$ cat src/include/sqed_consts.svh
`ifndef SQED_CONSTS_SVH
`define SQED_CONSTS_SVH

// architectural register data width
`define XPR_LEN 32

// register address width, 32 architectural registers
`define REG_ADDR_WIDTH 5

// index within one half of the register file
// lower half holds originals, upper half holds duplicates
`define REG_IDX_WIDTH 4

// original/duplicate pairs
// pair 0 never flags, r0 is its own duplicate
`define NUM_PAIRS 16

// commit counter width
// counts wrap mod 32, only equality matters
`define COMMIT_CNT_WIDTH 5

// settling fsm state width
`define SETTLE_WIDTH 2

`endif

$ cat src/verilog/sqed_wb_pkg.sv
`default_nettype none

`include "sqed_consts.svh"

// types for the core's retire port
package sqed_wb_pkg;

    // address split into half select and index
    // dup set means a register in 16..31
    typedef struct packed {
        logic                      dup;
        logic [`REG_IDX_WIDTH-1:0] idx;
    } reg_half_t;

    // same 5 bits, read as a register number or as half/index
    typedef union packed {
        logic [`REG_ADDR_WIDTH-1:0] raw;
        reg_half_t                  half;
    } reg_addr_u;

    // one retiring register write
    // valid is already qualified by stall and kill in the core
    typedef struct packed {
        logic                valid;
        reg_addr_u           addr;
        logic [`XPR_LEN-1:0] data;
    } wb_retire_t;

endpackage

`default_nettype wire

$ cat src/verilog/sqed_chk_pkg.sv
`default_nettype none

`include "sqed_consts.svh"

// types for the monitor's counts and results
package sqed_chk_pkg;

    // original and duplicate commit counts
    typedef struct packed {
        logic [`COMMIT_CNT_WIDTH-1:0] orig;
        logic [`COMMIT_CNT_WIDTH-1:0] dup;
    } commit_counts_t;

    // start-up settling sequence
    typedef enum logic [`SETTLE_WIDTH-1:0] {
        SETTLE_IDLE,
        SETTLE_DX,
        SETTLE_DONE
    } settle_state_e;

    // registered check result
    // pair is the lowest differing pair index
    typedef struct packed {
        logic                      error;
        logic [`REG_IDX_WIDTH-1:0] pair;
    } qed_report_t;

endpackage

`default_nettype wire

$ cat src/verilog/commit_tally.sv
`timescale 1ns/10ps
`default_nettype none

`include "sqed_consts.svh"

// settling tracker plus original/duplicate commit counters
module commit_tally (
    input  logic                         clk,
    input  logic                         reset,
    input  sqed_wb_pkg::wb_retire_t      retire,
    input  logic                         stall_dx,
    input  logic                         stall_wb,
    output sqed_chk_pkg::commit_counts_t counts,
    output logic                         settled
);

    sqed_chk_pkg::settle_state_e state;
    sqed_chk_pkg::settle_state_e state_next;

    // per-cycle commit strobes
    logic orig_commit;
    logic dup_commit;

    // r0 writes are nops, skip them
    // r0 never has dup set, so no extra check on the dup side
    assign orig_commit = retire.valid && !retire.addr.half.dup
                         && (retire.addr.raw != '0);
    assign dup_commit  = retire.valid && retire.addr.half.dup;

    // settling steps
    // idle waits for decode to move, then dx waits for writeback
    always_comb begin
        state_next = state;
        case (state)
            sqed_chk_pkg::SETTLE_IDLE: begin
                if (!stall_dx) begin
                    state_next = sqed_chk_pkg::SETTLE_DX;
                end
            end
            sqed_chk_pkg::SETTLE_DX: begin
                if (!stall_wb) begin
                    state_next = sqed_chk_pkg::SETTLE_DONE;
                end
            end
            sqed_chk_pkg::SETTLE_DONE: begin
                // sticky until reset
                state_next = sqed_chk_pkg::SETTLE_DONE;
            end
            default: begin
                state_next = sqed_chk_pkg::SETTLE_IDLE;
            end
        endcase
    end

    always_ff @(posedge clk) begin
        if (reset) begin
            state <= sqed_chk_pkg::SETTLE_IDLE;
        end else begin
            state <= state_next;
        end
    end

    assign settled = (state == sqed_chk_pkg::SETTLE_DONE);

    // counters held at zero until settled
    // the edge entering done still clears them
    always_ff @(posedge clk) begin
        if (reset || !settled) begin
            counts <= '0;
        end else begin
            // free-running wrap
            counts.orig <= counts.orig + {{(`COMMIT_CNT_WIDTH-1){1'b0}}, orig_commit};
            counts.dup  <= counts.dup + {{(`COMMIT_CNT_WIDTH-1){1'b0}}, dup_commit};
        end
    end

endmodule

`default_nettype wire

$ cat src/verilog/shadow_regfile.sv
`timescale 1ns/10ps
`default_nettype none

`include "sqed_consts.svh"

// shadow copy of the architectural registers
// flags each original/duplicate pair that differs
module shadow_regfile (
    input  logic                    clk,
    input  logic                    reset,
    input  sqed_wb_pkg::wb_retire_t retire,
    output logic [`NUM_PAIRS-1:0]   pair_diff
);

    // r0 is not stored, it reads as zero
    logic [`XPR_LEN-1:0] regs [1:2*`NUM_PAIRS-1];

    logic wr_en;

    // writes to r0 are dropped
    assign wr_en = retire.valid && (retire.addr.raw != '0);

    // cleared on reset so originals and duplicates start equal
    always_ff @(posedge clk) begin
        if (reset) begin
            for (int r = 1; r < 2 * `NUM_PAIRS; r++) begin
                regs[r] <= '0;
            end
        end else if (wr_en) begin
            regs[retire.addr.raw] <= retire.data;
        end
    end

    // pair i is ri against r(i+16)
    // r16 would pair with r0, so bit 0 stays low
    always_comb begin
        pair_diff[0] = 1'b0;
        for (int i = 1; i < `NUM_PAIRS; i++) begin
            pair_diff[i] = (regs[i] != regs[i + `NUM_PAIRS]);
        end
    end

endmodule

`default_nettype wire

$ cat src/verilog/consistency_check.sv
`timescale 1ns/10ps
`default_nettype none

`include "sqed_consts.svh"

// combines commit counts and pair differences
// into check enable and a registered error report
module consistency_check (
    input  logic                         clk,
    input  logic                         reset,
    input  sqed_chk_pkg::commit_counts_t counts,
    input  logic                         settled,
    input  logic [`NUM_PAIRS-1:0]        pair_diff,
    output logic                         chk_en,
    output sqed_chk_pkg::qed_report_t    report
);

    logic                      any_diff;
    logic                      flag_now;
    logic [`REG_IDX_WIDTH-1:0] first_pair;

    // equal counts means every original has its duplicate retired,
    // so the register file should be in a consistent state
    assign chk_en = (counts.orig == counts.dup);

    assign any_diff = |pair_diff;

    // only trust the comparison once settled and balanced
    assign flag_now = chk_en && settled && any_diff;

    // priority search, lowest index wins
    // walk down so the last hit is the lowest
    always_comb begin
        first_pair = '0;
        for (int i = `NUM_PAIRS - 1; i > 0; i--) begin
            if (pair_diff[i]) begin
                first_pair = i[`REG_IDX_WIDTH-1:0];
            end
        end
    end

    // one edge behind the inputs
    always_ff @(posedge clk) begin
        if (reset) begin
            report <= '0;
        end else begin
            report.error <= flag_now;
            // pair reads zero when no error
            report.pair  <= flag_now ? first_pair : '0;
        end
    end

endmodule

`default_nettype wire

$ cat src/verilog/sqed_commit_monitor.sv
`timescale 1ns/10ps
`default_nettype none

// sqed commit monitor top
// fed by the core's qualified retire port
module sqed_commit_monitor (
    input  logic                         clk,
    input  logic                         reset,
    input  sqed_wb_pkg::wb_retire_t      retire,
    input  logic                         stall_dx,
    input  logic                         stall_wb,
    output sqed_chk_pkg::commit_counts_t counts,
    output logic                         chk_en,
    output sqed_chk_pkg::qed_report_t    report
);

    // tally to check
    logic settled;

    // shadow file to check, one bit per pair
    logic [15:0] pair_diff;

    // counts and settling, side by side with the shadow file
    commit_tally tally0 (
        .clk      (clk),
        .reset    (reset),
        .retire   (retire),
        .stall_dx (stall_dx),
        .stall_wb (stall_wb),
        .counts   (counts),
        .settled  (settled)
    );

    // register mirror and pair compare
    shadow_regfile shadow0 (
        .clk       (clk),
        .reset     (reset),
        .retire    (retire),
        .pair_diff (pair_diff)
    );

    // enable and error report
    consistency_check check0 (
        .clk       (clk),
        .reset     (reset),
        .counts    (counts),
        .settled   (settled),
        .pair_diff (pair_diff),
        .chk_en    (chk_en),
        .report    (report)
    );

endmodule

`default_nettype wire

$ cat config.mk
export PLATFORM = sky130hd
export DESIGN_NAME = sqed_commit_monitor
export DESIGN_NICKNAME = d
export VERILOG_FILES = /design/src/verilog/sqed_wb_pkg.sv /design/src/verilog/sqed_chk_pkg.sv /design/src/verilog/commit_tally.sv /design/src/verilog/shadow_regfile.sv /design/src/verilog/consistency_check.sv /design/src/verilog/sqed_commit_monitor.sv
export VERILOG_INCLUDE_DIRS = /design/src /design/src/include
export SDC_FILE = /design/constraint.sdc
export NUM_CORES = 1
export LEC_CHECK = 0
export BUFFER_PORTS_ARGS = -buffer_cell sky130_fd_sc_hd__buf_2
export CAP_MARGIN = 10
export CORE_MARGIN = 5
export CORE_UTILIZATION = 50
export CTS_CLUSTER_DIAMETER = 40
export DETAILED_ROUTE_END_ITERATION = 8
export GPL_TIMING_DRIVEN = 0
export PLACE_DENSITY_LB_ADDON = 0.05
export SLEW_MARGIN = 20
export SYNTH_ARGS = -nofsm -noshare
export SYNTH_HDL_FRONTEND = slang
export SYNTH_SLANG_ARGS = --single-unit
$ cat constraint.sdc
create_clock -name clk -period 6.29 [get_ports clk]
set_input_delay 0.9435 -clock clk [delete_from_list [all_inputs] [get_ports clk]]
set_output_delay 0.9435 -clock clk [all_outputs]
set_load 0.03 [all_outputs]
# Word-level counts from Yosys, hierarchy flattened
# Memory sizes are Yosys's and may differ from the RTL's.
# Cells that the tools add are included.
[word_totals] n_memories=1 out_inout_bits=16 input_bits=42 word_cells=76 mem_bits_rw=992 regBits=17
[memory_table] name="shadow0.regs" words=31 width=32 read_ports=30 rd_clocked_by_memory_dff=0 write_ports=31 line_no="shadow_regfile.sv:16" rtl="logic [`XPR_LEN-1:0] regs [1:2*`NUM_PAIRS-1];"
[op_classes] n_reduce_logical=18 n_eq_ne=20 add_sub_neg=2 muxes=26 bitwise=1
[op_table] op="32-bit inequality test" count=15
[op_table] op="32-bit 2-to-1 mux" count=1
[op_table] op="4-bit 2-to-1 mux" count=8
[op_table] op="32-bit OR reduction" count=1
[op_table] op="15-bit OR reduction" count=1
[op_table] op="3-bit 2-to-1 mux" count=4
[op_table] op="5-bit by 1-bit adder with 5-bit output" count=2
[op_table] op="9-bit OR reduction" count=1
[op_table] op="2-bit 2-to-1 mux" count=4
[op_table] op="1-bit 2-to-1 mux" count=7
[op_table] op="1-bit logical AND" count=6
[op_table] op="2-bit case mux with 3 select lines" count=1
[op_table] op="5-bit equality test" count=1
[op_table] op="5-bit 2-to-1 mux" count=1
[op_table] op="5-bit nonzero test" count=1
[op_table] op="5-bit OR reduction" count=1
[op_table] op="2-bit inequality test, second input constant" count=2
[op_table] op="3-bit OR reduction" count=1
[op_table] op="2-bit by 1-bit equality test with 1-bit output, second input constant" count=1
[op_table] op="2-bit equality test, second input constant" count=1
[op_table] op="1-bit logical NOT" count=2
[op_table] op="2-bit logical NOT" count=1
[op_table] op="2-bit AND reduction" count=1
[op_table] op="2-bit OR reduction" count=1
[op_table] op="other kinds (2)" count=2

# Longest topological paths before layout
# An unclocked memory read counts as a cell.
[depth] word_depth=17 depth_mapped=9 mapped_depth_nobuf=9

# Hierarchy
# A second synthesis with hierarchy kept.
[hier_totals] cells_unflattened=2935 hier_area_um2=42184.2
[modules_own_cells] module="shadow_regfile" seq_area_each_um2=28827.6 area_per_inst_um2=41214.5 n_inst=1 cells_per_inst=2831
[modules_own_cells] module="commit_tally" seq_area_each_um2=240.2 area_per_inst_um2=628.1 n_inst=1 cells_per_inst=60
[modules_own_cells] module="consistency_check" seq_area_each_um2=100.1 area_per_inst_um2=341.6 n_inst=1 cells_per_inst=44

# Worst setup path before layout
# Ideal clock, no wire load.
[synth_timing] kind="in2reg" start="in retire[33] (netlist name)" end="mem shadow0.regs[5][0] (netlist name), enable pin" arrival_time_ns=2.817 cell_stages=8 path_slack_ns=3.083 setup_ns=0.391 n_path_buf=1 path_cell_list="or2_1 > clkbuf_1 > nor3_1 > nor3b_1 > nor2b_1 > nand2_1 > nor2_1 > or2_1"
[synth_lines] element="start, declared" line_no="sqed_commit_monitor.sv:9" rtl="input sqed_wb_pkg::wb_retire_t retire,"
[synth_lines] element="end, declared" line_no="shadow_regfile.sv:16"

==> impl_summary.log <==
INFO  metric grt_remaining_overflow = 0
INFO  metric register_bit_total_from_synthesis = a little under 1000
INFO  metric syn_nets = 2983
INFO  metric totalPowerFinal = 17.2 mW
INFO  metric yosys.cell_types.count = 32
INFO  metric static-leakage-power = 17.5 nW
INFO  metric tritoncts = built
INFO  metric synthXorXnorAreaFrac = 10.2%
INFO  metric average_wire_per_cell_in_the_routed_design = 30.7 µm
INFO  metric die_area = 0.0899 mm²
INFO  metric detailroute.via_count = 24900
INFO  metric drive_above_1_share = 12.7%
INFO  metric power.sequential.fraction = 44.6%
INFO  metric combPwrFrac = 5.8%
INFO  metric reg2reg_setup_slack = 2.78 ns
INFO  metric synth_seq_area_share = 69.4%
INFO  metric criticalPathCategory = input pin to flip-flop
INFO  metric hold_path_startpoint = tally0.counts[4]$_SDFF_PP0_
INFO  metric power_switching = 3.91 mW
INFO  metric largest_net_degree_at_the_start_of_global_routing = 33
INFO  metric post_cts.resized_instances = 0
INFO  metric p_clk_share = 49.6%
INFO  metric yosys_warnings = 0
INFO  metric stdcell_area = 0.0495 mm²
INFO  metric hp-class = flip-flop to flip-flop
INFO  metric run_status = complete, no violations
INFO  metric grt_pass1_wl = 183000 µm
INFO  metric number_of_global_route_vias_before_repair = between 20000 and 25000
INFO  metric cts_hold_repair.buffers = 0
INFO  metric timing.final.setup_violations = 0
INFO  metric p_sw_share = 22.8%
INFO  metric synth_cells = 2933
INFO  metric drt_first_pass_iters = 5
INFO  metric tns = 0 ns
INFO  metric power_per_cell_area = 347 mW/mm²
INFO  metric cp-start-kind = input pin
INFO  metric timing.final.crit_period = 4.19 ns
INFO  metric post_synth_fa_ha_maj_area_fraction = 0.238%
INFO  metric cts-root-to-sink-buffers = 3
INFO  metric dp_hpwl = 82200 µm
INFO  metric worst_slew_pin_slew = between 1 and 1.5 ns
INFO  metric finClkSkew = 0.0270 ns
INFO  metric worst_skew_pair.late_latency = 0.73 ns
INFO  metric port_buffers = 25
INFO  metric maxSlewViolCount = 0
INFO  metric drt_wl_total = 134000 µm
INFO  metric cts_root_buffer = sky130_fd_sc_hd__clkbuf_16
INFO  metric die_w = 300 µm
INFO  metric timing.reg2reg.worst_path_depth = 8
INFO  metric design.core.area = 0.0836 mm²
INFO  metric vias_per_cell = about 5.7
INFO  metric required = 6.64 ns
INFO  metric regToRegStartpoint = shadow0.regs[24][5]$_SDFFCE_PN0P_
INFO  metric r2r-end = check0.report[0]$_SDFF_PP0_
INFO  metric clk_transition_reported_paths = 0.06 ns
INFO  metric crit_fanout = 32
INFO  metric maxCapViolations = 0
INFO  metric antenna_violating_nets_post_route = 0
INFO  metric h_tree_depth = 4
INFO  metric synth_compound_area_share = 0.185%
INFO  metric io_pins = 58
INFO  metric synth-simple-area-share = 18.2%
INFO  metric layout-area-overhead-vs-synth = 17.8%
INFO  metric period_share = 66.6%
INFO  metric dpl-instance-area = between 0.04 and 0.05 mm²
INFO  metric max-slew-margin-rel = ~17%
INFO  metric timing.hold.worst_path_depth = 2
INFO  metric floorplan.initialDensity = between 50% and 60%
INFO  metric finalWeightedCongestion = slightly below 0.9
INFO  metric rsz_0062_raised_after_global_routing = false
INFO  metric post-route-util = 59.2%
INFO  metric worst_hold_path.endpoint = tally0.counts[4]$_SDFF_PP0_
INFO  metric placementRows = 106
INFO  metric antenna_found_initial = 66
INFO  metric cell_internal_pwr = ~13 mW
INFO  metric drc = 0
INFO  metric final.fill_count = 6512
INFO  metric final_nets = 3179
INFO  metric achievable-frequency = 239 MHz
INFO  metric die_height = 300 µm
INFO  metric ir_worst_vdd = 0.000272 V
INFO  metric synth.mux.area_fraction = 0%
INFO  metric mean_area_per_synthesized_cell = ~14 µm²
INFO  metric total_cts_buffers = 144
INFO  metric crit_path_end_kind = flip-flop
INFO  metric arrival = ~4.5 ns
INFO  metric syn_area = 0.0420 mm²
INFO  metric dr.first_iter.drc_count = 3712
INFO  metric timing.final.hold_violations = 0
INFO  metric cts_post_setup_buffers_inserted = 0
INFO  metric grt_use_total = between 20% and 30%
INFO  metric synth_top_family_by_area = simple AND/OR/NAND/NOR gates
INFO  metric cts.sinks = 977
==> layout by cell type (no fill, tap or decap), drive strengths merged <==
master,netlist,layout
and2,966,966
edfxtp,960,960
clkbuf,190,355
xor2,262,262
xnor2,229,229
nor4,79,79
nand4,72,72
diode,0,54
nor2,52,52
buf,2,52
clkinv,0,50
or2,32,32
bufinv,0,27
nand2,20,20
dfxtp,17,17
inv,4,15
clkinvlp,0,12
nand3,10,10
ha,8,8
nor3,6,6
a21oi,6,6
nor2b,4,4
nand2b,3,3
o21ai,2,2
or4,2,2
nor3b,1,1
a22oi,1,1
o31ai,1,1
o211ai,1,1
or4b,1,1
a31oi,1,1
a41oi,1,1
==> logic make-up (layout without fill, tap and decap cells) <==
family,after synthesis,after routing
xor gates and xnor gates,491,491
other,0,54
adders and majority gates,8,8
DFF,977,977
buffers and inverters,196,511
AOI/OAI and AO/OA,13,13
and+or+nand+nor,1248,1248
==> cell type report <==
| class | count | area, µm² | area share [%] |
|---|---|---|---|
| Antenna cell | 54 | 135 | 0.273 |
| Tap cell | 1080 | 1350 | 2.73 |
| Sequential cell | 977 | 29200 | 58.9 |
| Clock inverter | 100 | 1360 | 2.75 |
| Buffer | 192 | 833 | 1.68 |
| Inverter | 4 | 15.0 | 0.0303 |
| Timing Repair Buffer | 50 | 726 | 1.47 |
| Multi-Input combinational cell | 1760 | 12100 | 24.5 |
| Clock buffer | 165 | 3790 | 7.65 |
==> worst max-delay path by stage <==
stage               startpoint                                 end  slack, ns  depth (start not counted)
floorplan           retire[33]    shadow0.regs[5][0]$_SDFFCE_PN0P_       3.08                          8
global placement    retire[33]    shadow0.regs[8][6]$_SDFFCE_PN0P_       0.92                          9
detailed placement  retire[32]   shadow0.regs[11][2]$_SDFFCE_PN0P_       1.33                          9
CTS                 retire[32]  shadow0.regs[11][14]$_SDFFCE_PN0P_       2.14                          9
global route        retire[32]  shadow0.regs[11][14]$_SDFFCE_PN0P_       1.89                          9
finish              retire[33]  shadow0.regs[11][19]$_SDFFCE_PN0P_       2.10                          9
==> registers in the layout, indices dropped and copies added, names as in the netlist <==
name           count
shadow0.regs     960
tally0.state       2
tally0.counts     10
check0.report      5
==> layer usage <==
metal	up-vias	GRT usage [%]	routed length, µm
met2	1512	46.0	62500
met4	0	11.1	4500
met1	12500	41.1	52000
met3	261	7.22	15400
met5	-	0	0
li1	10600	-	-
==> synth_stat cells <==
master | count | area (µm²)
sky130_fd_sc_hd__nor4_1 | 79 | 494
sky130_fd_sc_hd__a22oi_1 | 1 | 7.51
sky130_fd_sc_hd__xor2_1 | 262 | 2290
sky130_fd_sc_hd__o21ai_0 | 1 | 5.00
sky130_fd_sc_hd__or4_4 | 1 | 11.3
sky130_fd_sc_hd__or4b_4 | 1 | 13.8
sky130_fd_sc_hd__inv_1 | 4 | 15.0
sky130_fd_sc_hd__a21oi_1 | 6 | 30.0
sky130_fd_sc_hd__nor3_1 | 6 | 30.0
sky130_fd_sc_hd__a31oi_1 | 1 | 6.26
sky130_fd_sc_hd__nand4_1 | 72 | 450
sky130_fd_sc_hd__nand2_2 | 1 | 6.26
sky130_fd_sc_hd__or4_1 | 1 | 7.51
sky130_fd_sc_hd__edfxtp_1 | 960 | 28800
sky130_fd_sc_hd__o21ai_1 | 1 | 5.00
sky130_fd_sc_hd__nand2_1 | 19 | 71.3
sky130_fd_sc_hd__nand3_1 | 10 | 50.1
sky130_fd_sc_hd__nor2_1 | 52 | 195
sky130_fd_sc_hd__or2_1 | 31 | 194
sky130_fd_sc_hd__xnor2_1 | 229 | 2010
sky130_fd_sc_hd__and2_1 | 966 | 6040
sky130_fd_sc_hd__nand2b_1 | 3 | 18.8
sky130_fd_sc_hd__buf_2 | 2 | 10.0
sky130_fd_sc_hd__o31ai_1 | 1 | 7.51
sky130_fd_sc_hd__clkbuf_1 | 190 | 713
sky130_fd_sc_hd__ha_1 | 8 | 100
sky130_fd_sc_hd__nor2b_1 | 4 | 25.0
sky130_fd_sc_hd__or2_2 | 1 | 6.26
sky130_fd_sc_hd__nor3b_1 | 1 | 7.51
sky130_fd_sc_hd__a41oi_1 | 1 | 8.76
sky130_fd_sc_hd__dfxtp_1 | 17 | 340
sky130_fd_sc_hd__o211ai_1 | 1 | 7.51
==> power by group through the flow <==
stage | sequential [mW] | combinational (mW) | clock [mW]
global route | 7.69 | 1.03 | 8.88
finish | 7.67 | 0.988 | 8.53
global placement | 7.79 | 0.910 | 0
floorplan | 7.77 | 0.473 | 0
detailed placement | 7.80 | 0.976 | 0
CTS | 7.67 | 0.981 | 8.56
==> through the flow <==
stage	setup WS, ns	cells	hold WS (ns)
6_report	2.10	4382	0.559
5_1_grt	1.89	4332	0.601
3_5_place_dp	1.33	4063	0.548
3_3_place_gp	0.916	4038	0.545
2_1_floorplan	3.08	2933	0.609
4_1_cts	2.14	4328	0.563
==> critical path, stage by stage <==
cell	delay [ns]
sky130_fd_sc_hd__buf_2	0.15
sky130_fd_sc_hd__or2_1	0.13
sky130_fd_sc_hd__clkbuf_1	0.74
sky130_fd_sc_hd__nor3_1	0.11
sky130_fd_sc_hd__nor3b_1	0.74
sky130_fd_sc_hd__and2_1	0.25
sky130_fd_sc_hd__nand2_1	0.27
sky130_fd_sc_hd__nor2_1	0.43
sky130_fd_sc_hd__or2_2	0.73
Note: power is estimated with default switching activity, not from simulation.
